==> config.mk <==
export PLATFORM = sky130hd
export DESIGN_NAME = fetch_top
export DESIGN_NICKNAME = d
export VERILOG_FILES = /design/src/verilog/fetch_pkg.sv /design/src/verilog/btb_wr_if.sv /design/src/verilog/btb_table.sv /design/src/verilog/btb_write_arbiter.sv /design/src/verilog/fetch_predict_f0.sv /design/src/verilog/branch_predecode.sv /design/src/verilog/fetch_top.sv
export VERILOG_INCLUDE_DIRS = /design/src /design/src/verilog
export SDC_FILE = /design/constraint.sdc
export NUM_CORES = 2
export LEC_CHECK = 0
export BUFFER_PORTS_ARGS = -buffer_cell sky130_fd_sc_hd__buf_2
export CORE_MARGIN = 3
export CORE_UTILIZATION = 60
export CTS_BUF_LIST = sky130_fd_sc_hd__clkbuf_4 sky130_fd_sc_hd__clkbuf_8
export CTS_CLUSTER_DIAMETER = 200
export DETAILED_ROUTE_END_ITERATION = 10
export GPL_TIMING_DRIVEN = 0
export PLACE_DENSITY = 0.81
export SYNTH_ARGS = -nofsm -noshare
export SYNTH_HDL_FRONTEND = slang
export SYNTH_HIERARCHICAL = 1
export SYNTH_SLANG_ARGS = --single-unit
==> constraint.sdc <==
create_clock -name clock -period 16.9 [get_ports clock]
set_input_delay 0.845 -clock clock [delete_from_list [all_inputs] [get_ports clock]]
set_output_delay 0.845 -clock clock [all_outputs]
set_load 0.02 [all_outputs]
==> src/verilog/fetch_params.svh <==
/*
 * fetch front end parameters
 * bundle geometry, pc width, btb indexing and the
 * branch opcodes recognized by the f1 predecoder
 */
`ifndef FETCH_PARAMS_SVH
`define FETCH_PARAMS_SVH

// pc and instruction geometry
`define FETCH_PC_W          64
`define FETCH_INST_W        32
`define FETCH_SLOTS         8
`define FETCH_SLOT_W        3
`define FETCH_BUNDLE_W      (`FETCH_SLOTS * `FETCH_INST_W)
`define FETCH_BUNDLE_BYTES  32

// btb: direct mapped, indexed above the bundle offset
`define BTB_ENTRIES         16
`define BTB_IDX_W           4
`define BTB_IDX_LSB         5
`define BTB_TAG_W           12
`define BTB_TAG_LSB         (`BTB_IDX_LSB + `BTB_IDX_W)

// opcode field sits in inst[31:26]
`define OP_W                6
`define OP_BR               6'h30
`define OP_BEQ              6'h39
`define BR_DISP_W           21

`endif

==> src/verilog/fetch_pkg.sv <==
/*
 * fetch front end types
 * branch classes, the btb entry layout and the
 * record carried from stage f0 to stage f1
 */
`default_nettype none

`include "fetch_params.svh"

package fetch_pkg;

  typedef enum logic [1:0] {
    BR_NONE   = 2'd0,
    BR_COND   = 2'd1,
    BR_UNCOND = 2'd2
  } br_type_e;

  // one btb line, about 83 bits
  typedef struct packed {
    logic                     valid;
    logic [`BTB_TAG_W-1:0]    tag;
    logic [`FETCH_SLOT_W-1:0] pos;
    br_type_e                 br_type;
    logic                     taken;
    logic [`FETCH_PC_W-1:0]   target;
  } btb_entry_t;

  // f0 prediction as seen by f1
  typedef struct packed {
    logic                     hit;
    logic                     taken;
    logic [`FETCH_SLOT_W-1:0] pos;
    logic [`FETCH_PC_W-1:0]   target;
    logic [`FETCH_SLOTS-1:0]  keep;
  } f0_pipe_t;

endpackage

`default_nettype wire

==> src/verilog/btb_wr_if.sv <==
/*
 * btb write request
 * single cycle strobe with index, entry and a
 * direction-only flag, no back-pressure
 */
`timescale 1ns/1ps
`default_nettype none

`include "fetch_params.svh"

interface btb_wr_if;
  import fetch_pkg::*;

  logic                   req;
  logic [`BTB_IDX_W-1:0]  idx;
  btb_entry_t             entry;
  // only the taken bit of a matching entry changes
  logic                   dir_only;

  modport requester (
    output req,
    output idx,
    output entry,
    output dir_only
  );

  modport arbiter (
    input  req,
    input  idx,
    input  entry,
    input  dir_only
  );

endinterface

`default_nettype wire

==> src/verilog/btb_table.sv <==
/*
 * branch target buffer storage
 * direct mapped, combinational lookup for f0 and
 * one registered write port fed by the write arbiter
 */
`timescale 1ns/1ps
`default_nettype none

`include "fetch_params.svh"

module btb_table (
  input  wire                      clock,
  input  wire                      reset_n,
  input  wire [`FETCH_PC_W-1:0]    lookup_pc_i,
  output logic                     hit_o,
  output fetch_pkg::btb_entry_t    entry_o,
  btb_wr_if.arbiter                wr
);
  import fetch_pkg::*;

  logic [`BTB_ENTRIES-1:0] valid_q;
  btb_entry_t              mem_q [`BTB_ENTRIES];

  logic [`BTB_IDX_W-1:0]   lookup_idx;
  logic [`BTB_TAG_W-1:0]   lookup_tag;
  logic                    wr_tag_match;

  ////////////////////
  // f0 lookup
  ////////////////////
  assign lookup_idx = lookup_pc_i[`BTB_IDX_LSB +: `BTB_IDX_W];
  assign lookup_tag = lookup_pc_i[`BTB_TAG_LSB +: `BTB_TAG_W];

  always_comb begin
    entry_o       = mem_q[lookup_idx];
    entry_o.valid = valid_q[lookup_idx];
    hit_o         = valid_q[lookup_idx] && (mem_q[lookup_idx].tag == lookup_tag);
  end

  ////////////////////
  // write port
  ////////////////////
  // a direction update only lands on a live entry with the same tag
  assign wr_tag_match = valid_q[wr.idx] && (mem_q[wr.idx].tag == wr.entry.tag);

  always_ff @(posedge clock or negedge reset_n) begin
    if (!reset_n) begin
      valid_q <= '0;
    end else if (wr.req && !wr.dir_only) begin
      valid_q[wr.idx] <= wr.entry.valid;
    end
  end

  always_ff @(posedge clock) begin
    if (wr.req) begin
      if (wr.dir_only) begin
        if (wr_tag_match) begin
          mem_q[wr.idx].taken <= wr.entry.taken;
        end
      end else begin
        mem_q[wr.idx] <= wr.entry;
      end
    end
  end

  // arbiter output must be quiet while the table is in reset
  a_no_write_in_reset : assert property (
    @(posedge clock) !reset_n |-> !wr.req
  ) else $error("btb write issued during reset");

endmodule

`default_nettype wire

==> src/verilog/btb_write_arbiter.sv <==
/*
 * btb write arbiter
 * fixed priority with retire ahead of the predecode fill
 * the winner is registered for one cycle and the loser dropped
 */
`timescale 1ns/1ps
`default_nettype none

`include "fetch_params.svh"

module btb_write_arbiter (
  input  wire          clock,
  input  wire          reset_n,
  btb_wr_if.arbiter    rt_wr,
  btb_wr_if.arbiter    pd_wr,
  btb_wr_if.requester  wr_o
);
  import fetch_pkg::*;

  // grant_q[1] is retire and grant_q[0] is predecode
  logic [1:0]            grant_q;
  logic [`BTB_IDX_W-1:0] idx_q;
  btb_entry_t            entry_q;
  logic                  dir_only_q;

  always_ff @(posedge clock or negedge reset_n) begin
    if (!reset_n) begin
      grant_q <= 2'b00;
    end else begin
      grant_q <= {rt_wr.req, pd_wr.req && !rt_wr.req};
    end
  end

  always_ff @(posedge clock) begin
    if (rt_wr.req) begin
      idx_q      <= rt_wr.idx;
      entry_q    <= rt_wr.entry;
      dir_only_q <= rt_wr.dir_only;
    end else begin
      idx_q      <= pd_wr.idx;
      entry_q    <= pd_wr.entry;
      dir_only_q <= pd_wr.dir_only;
    end
  end

  assign wr_o.req      = |grant_q;
  assign wr_o.idx      = idx_q;
  assign wr_o.entry    = entry_q;
  assign wr_o.dir_only = dir_only_q;

  // retire only sends direction updates and predecode only sends full fills
  a_single_source : assert property (
    @(posedge clock) disable iff (!reset_n)
    (|grant_q) |-> (dir_only_q == grant_q[1])
  ) else $error("btb write payload does not belong to the granted source");

endmodule

`default_nettype wire

==> src/verilog/fetch_predict_f0.sv <==
/*
 * fetch stage f0 prediction
 * picks the next fetch pc from the btb result,
 * builds the slot keep mask and loads the f0 to f1 pipe
 */
`timescale 1ns/1ps
`default_nettype none

`include "fetch_params.svh"

module fetch_predict_f0 (
  input  wire                     clock,
  input  wire                     reset_n,
  input  wire [`FETCH_PC_W-1:0]   pc_f0_i,
  input  wire                     load_fetch_i,
  input  wire                     icache_stall_i,
  input  wire                     btb_hit_i,
  input  fetch_pkg::btb_entry_t   btb_entry_i,
  output logic [`FETCH_PC_W-1:0]  lookup_pc_o,
  output logic [`FETCH_PC_W-1:0]  branch_pc_o,
  output fetch_pkg::f0_pipe_t     f1_o,
  output logic                    stall_f1_o
);
  import fetch_pkg::*;

  logic [`FETCH_SLOT_W:0]  nt_slots;
  logic [`FETCH_SLOTS-1:0] keep_mask;
  f0_pipe_t                f1_d;

  assign lookup_pc_o = pc_f0_i;

  ////////////////////
  // next pc
  ////////////////////
  // not taken resumes right after the branch slot
  assign nt_slots = {1'b0, btb_entry_i.pos} + (`FETCH_SLOT_W+1)'(1);

  always_comb begin
    if (btb_hit_i && btb_entry_i.taken) begin
      branch_pc_o = btb_entry_i.target;
    end else if (btb_hit_i) begin
      branch_pc_o = pc_f0_i + `FETCH_PC_W'({nt_slots, 2'b00});
    end else begin
      branch_pc_o = pc_f0_i + `FETCH_PC_W'(`FETCH_BUNDLE_BYTES);
    end
  end

  // keep slots up to and including the predicted branch
  always_comb begin
    for (int i = 0; i < `FETCH_SLOTS; i++) begin
      keep_mask[i] = !btb_hit_i || (`FETCH_SLOT_W'(i) <= btb_entry_i.pos);
    end
  end

  always_comb begin
    f1_d.hit    = btb_hit_i;
    f1_d.taken  = btb_hit_i && btb_entry_i.taken;
    f1_d.pos    = btb_entry_i.pos;
    f1_d.target = btb_entry_i.target;
    f1_d.keep   = keep_mask;
  end

  ////////////////////
  // f0 to f1 pipe
  ////////////////////
  always_ff @(posedge clock or negedge reset_n) begin
    if (!reset_n) begin
      f1_o       <= '0;
      stall_f1_o <= 1'b0;
    end else if (load_fetch_i) begin
      f1_o       <= f1_d;
      stall_f1_o <= icache_stall_i;
    end
  end

endmodule

`default_nettype wire

==> src/verilog/branch_predecode.sv <==
/*
 * fetch stage f1 predecode
 * finds the first kept branch in the bundle, overrides f0
 * when it predicts taken and f0 did not, requests a btb fill
 * and registers the surviving bundle toward decode
 */
`timescale 1ns/1ps
`default_nettype none

`include "fetch_params.svh"

module branch_predecode (
  input  wire                        clock,
  input  wire                        reset_n,
  input  wire [`FETCH_PC_W-1:0]      pc_f1_i,
  input  wire [`FETCH_BUNDLE_W-1:0]  inst_bundle_i,
  input  fetch_pkg::f0_pipe_t        f1_i,
  input  wire                        stall_f1_i,
  input  wire                        load_fetch_i,
  input  wire                        flush_i,
  btb_wr_if.requester                pd_wr,
  output logic                       override_vld_o,
  output logic [`FETCH_PC_W-1:0]     override_pc_o,
  output logic [`FETCH_BUNDLE_W-1:0] inst_o,
  output logic [`FETCH_SLOTS-1:0]    inst_vld_o
);
  import fetch_pkg::*;

  logic                     flush_q;
  logic                     override_q;
  logic                     squash;

  logic                     br_found;
  br_type_e                 br_type;
  logic [`FETCH_SLOT_W-1:0] br_pos;
  logic [`BR_DISP_W-1:0]    br_disp;
  logic [`FETCH_SLOT_W:0]   next_slot;
  logic [`FETCH_PC_W-1:0]   br_target;
  logic                     pred_taken;
  logic                     f0_agrees;
  logic [`FETCH_SLOTS-1:0]  slot_vld;
  btb_entry_t               fill_entry;

  assign squash = !load_fetch_i || stall_f1_i || flush_i || flush_q || override_q;

  ////////////////////
  // branch scan
  ////////////////////
  // walk down so the lowest kept branch wins
  always_comb begin
    logic [`FETCH_INST_W-1:0] inst;
    br_found = 1'b0;
    br_type  = BR_NONE;
    br_pos   = '0;
    br_disp  = '0;
    for (int i = `FETCH_SLOTS - 1; i >= 0; i--) begin
      inst = inst_bundle_i[i*`FETCH_INST_W +: `FETCH_INST_W];
      if (f1_i.keep[i] && (inst[`FETCH_INST_W-1 -: `OP_W] == `OP_BR ||
                           inst[`FETCH_INST_W-1 -: `OP_W] == `OP_BEQ)) begin
        br_found = 1'b1;
        br_type  = (inst[`FETCH_INST_W-1 -: `OP_W] == `OP_BR) ? BR_UNCOND : BR_COND;
        br_pos   = `FETCH_SLOT_W'(i);
        br_disp  = inst[`BR_DISP_W-1:0];
      end
    end
  end

  // target relative to the instruction after the branch
  assign next_slot = {1'b0, br_pos} + (`FETCH_SLOT_W+1)'(1);
  assign br_target = pc_f1_i + `FETCH_PC_W'({next_slot, 2'b00})
                   + {{(`FETCH_PC_W-`BR_DISP_W-2){br_disp[`BR_DISP_W-1]}}, br_disp, 2'b00};

  // backward conditional branches are guessed taken
  assign pred_taken = br_found && (br_type == BR_UNCOND || br_disp[`BR_DISP_W-1]);
  assign f0_agrees  = f1_i.hit && f1_i.taken && (f1_i.pos == br_pos)
                   && (f1_i.target == br_target);

  assign override_vld_o = pred_taken && !f0_agrees && !squash;
  assign override_pc_o  = br_target;

  // drop slots behind an overriding branch
  always_comb begin
    for (int i = 0; i < `FETCH_SLOTS; i++) begin
      slot_vld[i] = f1_i.keep[i] && !squash
                 && (!override_vld_o || `FETCH_SLOT_W'(i) <= br_pos);
    end
  end

  ////////////////////
  // btb fill
  ////////////////////
  always_comb begin
    fill_entry.valid   = 1'b1;
    fill_entry.tag     = pc_f1_i[`BTB_TAG_LSB +: `BTB_TAG_W];
    fill_entry.pos     = br_pos;
    fill_entry.br_type = br_type;
    fill_entry.taken   = 1'b1;
    fill_entry.target  = br_target;
  end

  assign pd_wr.req      = override_vld_o;
  assign pd_wr.idx      = pc_f1_i[`BTB_IDX_LSB +: `BTB_IDX_W];
  assign pd_wr.entry    = fill_entry;
  assign pd_wr.dir_only = 1'b0;

  ////////////////////
  // history and decode register
  ////////////////////
  always_ff @(posedge clock or negedge reset_n) begin
    if (!reset_n) begin
      flush_q    <= 1'b0;
      override_q <= 1'b0;
      inst_vld_o <= '0;
    end else begin
      flush_q    <= flush_i;
      override_q <= override_vld_o;
      if (load_fetch_i) begin
        inst_vld_o <= slot_vld;
      end
    end
  end

  always_ff @(posedge clock) begin
    if (load_fetch_i) begin
      inst_o <= inst_bundle_i;
    end
  end

  // the bundle after an override or a flush is always squashed
  a_no_override_when_squashed : assert property (
    @(posedge clock) disable iff (!reset_n)
    (override_vld_o || flush_i) |=> !override_vld_o
  ) else $error("override raised in a squashed f1 cycle");

endmodule

`default_nettype wire

==> src/verilog/fetch_top.sv <==
/*
 * two stage instruction fetch front end
 * f0 btb prediction, f1 predecode override and the
 * retire direction update, all sharing one btb
 */
`timescale 1ns/1ps
`default_nettype none

`include "fetch_params.svh"

module fetch_top (
  input  wire                        clock,
  input  wire                        reset_n,
  input  wire [`FETCH_PC_W-1:0]      pc_f0_i,
  input  wire [`FETCH_PC_W-1:0]      pc_f1_i,
  input  wire [`FETCH_BUNDLE_W-1:0]  inst_bundle_i,
  input  wire                        icache_stall_i,
  input  wire                        instbuf_full_i,
  input  wire                        flush_i,
  input  wire                        rt_update_i,
  input  wire [`FETCH_PC_W-1:0]      rt_pc_i,
  input  wire                        rt_taken_i,
  output logic [`FETCH_PC_W-1:0]     branch_pc_o,
  output logic                       override_vld_o,
  output logic [`FETCH_PC_W-1:0]     override_pc_o,
  output logic [`FETCH_BUNDLE_W-1:0] inst_o,
  output logic [`FETCH_SLOTS-1:0]    inst_vld_o
);
  import fetch_pkg::*;

  logic                   load_fetch;
  logic [`FETCH_PC_W-1:0] lookup_pc;
  logic                   btb_hit;
  btb_entry_t             btb_entry;
  f0_pipe_t               f1_pipe;
  logic                   stall_f1;

  logic                   rt_update_q;
  logic [`FETCH_PC_W-1:0] rt_pc_q;
  logic                   rt_taken_q;
  btb_entry_t             rt_entry;

  btb_wr_if rt_wr ();
  btb_wr_if pd_wr ();
  btb_wr_if arb_wr ();

  // fetch moves unless the instruction buffer is full, flush always wins
  assign load_fetch = !instbuf_full_i || flush_i;

  ////////////////////
  // retire update
  ////////////////////
  always_ff @(posedge clock or negedge reset_n) begin
    if (!reset_n) begin
      rt_update_q <= 1'b0;
    end else begin
      rt_update_q <= rt_update_i;
    end
  end

  always_ff @(posedge clock) begin
    rt_pc_q    <= rt_pc_i;
    rt_taken_q <= rt_taken_i;
  end

  // only tag and taken matter for a direction write
  always_comb begin
    rt_entry         = '0;
    rt_entry.valid   = 1'b1;
    rt_entry.tag     = rt_pc_q[`BTB_TAG_LSB +: `BTB_TAG_W];
    rt_entry.br_type = BR_NONE;
    rt_entry.taken   = rt_taken_q;
  end

  assign rt_wr.req      = rt_update_q;
  assign rt_wr.idx      = rt_pc_q[`BTB_IDX_LSB +: `BTB_IDX_W];
  assign rt_wr.entry    = rt_entry;
  assign rt_wr.dir_only = 1'b1;

  ////////////////////
  // instances
  ////////////////////
  fetch_predict_f0 u_f0 (
    .clock          (clock),
    .reset_n        (reset_n),
    .pc_f0_i        (pc_f0_i),
    .load_fetch_i   (load_fetch),
    .icache_stall_i (icache_stall_i),
    .btb_hit_i      (btb_hit),
    .btb_entry_i    (btb_entry),
    .lookup_pc_o    (lookup_pc),
    .branch_pc_o    (branch_pc_o),
    .f1_o           (f1_pipe),
    .stall_f1_o     (stall_f1)
  );

  branch_predecode u_f1 (
    .clock          (clock),
    .reset_n        (reset_n),
    .pc_f1_i        (pc_f1_i),
    .inst_bundle_i  (inst_bundle_i),
    .f1_i           (f1_pipe),
    .stall_f1_i     (stall_f1),
    .load_fetch_i   (load_fetch),
    .flush_i        (flush_i),
    .pd_wr          (pd_wr),
    .override_vld_o (override_vld_o),
    .override_pc_o  (override_pc_o),
    .inst_o         (inst_o),
    .inst_vld_o     (inst_vld_o)
  );

  btb_write_arbiter u_arb (
    .clock   (clock),
    .reset_n (reset_n),
    .rt_wr   (rt_wr),
    .pd_wr   (pd_wr),
    .wr_o    (arb_wr)
  );

  btb_table u_btb (
    .clock       (clock),
    .reset_n     (reset_n),
    .lookup_pc_i (lookup_pc),
    .hit_o       (btb_hit),
    .entry_o     (btb_entry),
    .wr          (arb_wr)
  );

endmodule

`default_nettype wire

==> reports/metrics.csv <==
stage,metric,value,unit
outcome,status,finished with violations,
outcome,failing checks,"capacitance limit, slew limit",
timing,Max Clock Skew,0.08562,ns
placed_design,post-DP HPWL,222900,µm
setup_path,CP required,16.06,ns
clock_tree,CTS hold repair buffers,109,
timing,Slew headroom,-0.01652,
die,die width,367.6,µm
placed_design,placed inst area,86810,µm²
setup_path,worst setup path start,inst_bundle_i[59],
timing,RSZ-0062 raised after global routing,no,
routing,Vias,54810,
timing,final setup margin,5.103,ns
routing,Starting DRT DRC Count,8813,
power,PD cells,116.6,nW/µm²
routing,aggregate routed wire length,299100,µm
setup_path,Slowest Stage Delay on Critical Path,1.21,ns
grt,GR Overflow Total,0,
synth,Yosys warning count,6,
placed_design,port bufs,799,
timing,Final Hold Vio Count,0,
setup_path,Worst Setup End Kind,output pin,
die,Rows,132,
timing,WHS,0.04699,ns
routing,DRT Pass-1 Iters,8,
clock_tree,clock slew at reported path FFs,0.06,ns
placed_design,"worst slack, placed",6.219,ns
clock_tree,CTS resizes,0,
timing,Setup TNS,0,ns
synth,cell area after synthesis,78440,µm²
grt,initial antenna violation count,32,
timing,Tcrit/Tclk final,0.6980,
routing,wire per inst,37.13,µm
setup_path,crit path kind,input pin to output pin,
synth,"Avg Cell Area, Syn",16.71,µm²
die,Starting Density,0.6050,
layout,Area Overhead vs Synth,19.55,%
die,core box area,129600,µm²
grt,number of global-route vias before repair,54190,
layout,"non-filler cells, final",8056,
layout,fin util,0.7233,
setup_path,Startpoint Class,input pin,
grt,first-pass GRT wire length,412100,µm
timing,Worst-Margin Slew,1.514,ns
die,I/O pins,848,
clock_tree,total CTS buffers,291,
layout,FILL cells,7954,
worst_hold_path,Hold Crit Start,inst_bundle_i[72],
die,die area,135100,µm²
routing,Residual DRC,0,
placed_design,total placed cells including tap cells,7410,
clock_tree,Clock Sinks,1746,
routing,Final ANT Viol Nets,0,
layout,FF/Latch Area,50860,µm²
setup_path,reg2reg start,u_f0/f1_o[0]$_DFFE_PN0P_,
grt,largest net degree at the start of global routing,92,
placed_design,RePlAce Congestion,1.020,
setup_path,crit path max fanout,10,
clock_tree,root buf cell,clkbuf_8,
clock_tree,Max clock buf depth,4,
run,Max Cap Violations,1,
power,Peak supply drop,112.7,µV
power,LEAKAGE,34.00,nW
die,Die Y,367.6,µm
routing,DR vias/cell,6.803,
worst_hold_path,worst hold path class,input pin to flop,
layout,footprint of the multi-input gates,25740,µm²
synth,Cells after Synth,4695,
timing,max-slew violation count,4,
layout,Final Cell Area,93770,µm²
setup_path,"Max stage delay cell, worst path",a2111oi_0,
layout,layout cells sized above 1,0.3725,
timing,Final setup viols,0,
clock_tree,Skew-Pair Late Insertion Delay,1.03,ns
timing,minimum clock period,11.80,ns
layout,# nets final,6660,
grt,All-Layer GR Usage,0.4406,
timing,maximum clock rate,0.08477,GHz
clock_tree,TritonCTS clock tree,built,
clock_tree,setup fix buffers added after clock tree synthesis,0,
clock_tree,Clock H-tree levels,5,
setup_path,crit path DAT,10.95,ns
power,Tot Pwr,10.93,mW
==> registers in the layout (all words and copies together) (netlist names) <==
register             flops
rt_pc_q                 16
rt_taken_q               1
rt_update_q              1
u_arb/grant_q            2
u_arb/wr_o.dir_only      1
u_arb/wr_o.entry        81
u_arb/wr_o.idx           4
u_btb/mem_q           1280
u_btb/valid_q           16
u_f0/f1_o               77
u_f0/stall_f1_o          1
u_f1/flush_q             1
u_f1/inst_o            256
u_f1/inst_vld_o          8
u_f1/override_q          1
==> layout make-up <==
cell class / instances / area share
diodes: 26 / 0.0006938
plain buffers: 347 / 0.02136
clock buffers: 421 / 0.05525
clock inverters: 90 / 0.006698
inverters: 55 / 0.002202
multi-input cells: 2615 / 0.2745
flip-flops and latches: 1746 / 0.5424
well taps: 1742 / 0.02324
repair buffers: 1014 / 0.07363
==> critical path: cells and delay by family <==
kind,cells,cell delay [ns]
buffers and inverters,7,1.83
and+or+nand+nor,8,3.16
AOI/OAI and AO/OA,6,2.89
xor gates and xnor gates,1,1.06
adders and majority gates,4,1.14
==> layout by cell type, fill, tap and decap left out, drive strengths merged, types with 17 or more instances in the layout <==
cell type and instances:
a2111oi 18, a211oi 45, a21oi 255, a221oi 30, and2 19, and3 24
and4 25, buf 1139, clkbuf 534, clkinv 73, conb 72, dfrtp 107
dfxtp 103, diode 26, dlygate4sd3 109, edfxtp 1536, ha 129, inv 57
mux2 187, mux2i 49, mux4 444, nand2 187, nand2b 17, nand3 51
nand4 81, nor2 234, nor2b 30, nor3 86, nor4 38, o21ai 108
o22ai 28, xnor2 111, xor2 91
==> where the power goes <==
part | leakage [nW] | internal (mW) | switching [mW]
clock network | 3.09 | 2.09 | 1.71
registers | 16.3 | 5.01 | 0.232
logic | 14.6 | 0.669 | 1.22
total | 34.0 | 7.77 | 3.17
==> metal layers <==
layer,routed length (µm),vias up,track usage
met5,103,-,0
met4,26100,16,0.3049
met3,41450,1149,0.1496
met2,138100,4988,0.6838
met1,93320,27140,0.5214
li1,-,21510,-
==> path summary, 6_finish.rpt <==
kind,to,slack [ns],cells after the start
worst max-delay path,override_vld_o,5.10,26
worst min-delay path,u_f1/inst_o[72]$_DFFE_PP_,0.05,1
worst max register to register,u_arb/grant_q[0]$_DFF_PN0_,6.90,25
worst min register to register,u_arb/grant_q[1]$_DFF_PN0_,0.40,0
max in group asynchronous,u_btb/valid_q[3]$_DFFE_PN0P_,15.80,3
min in group asynchronous,u_f0/f1_o[61]$_DFFE_PN0P_,0.25,2
(Power assumes the default switching activity.)
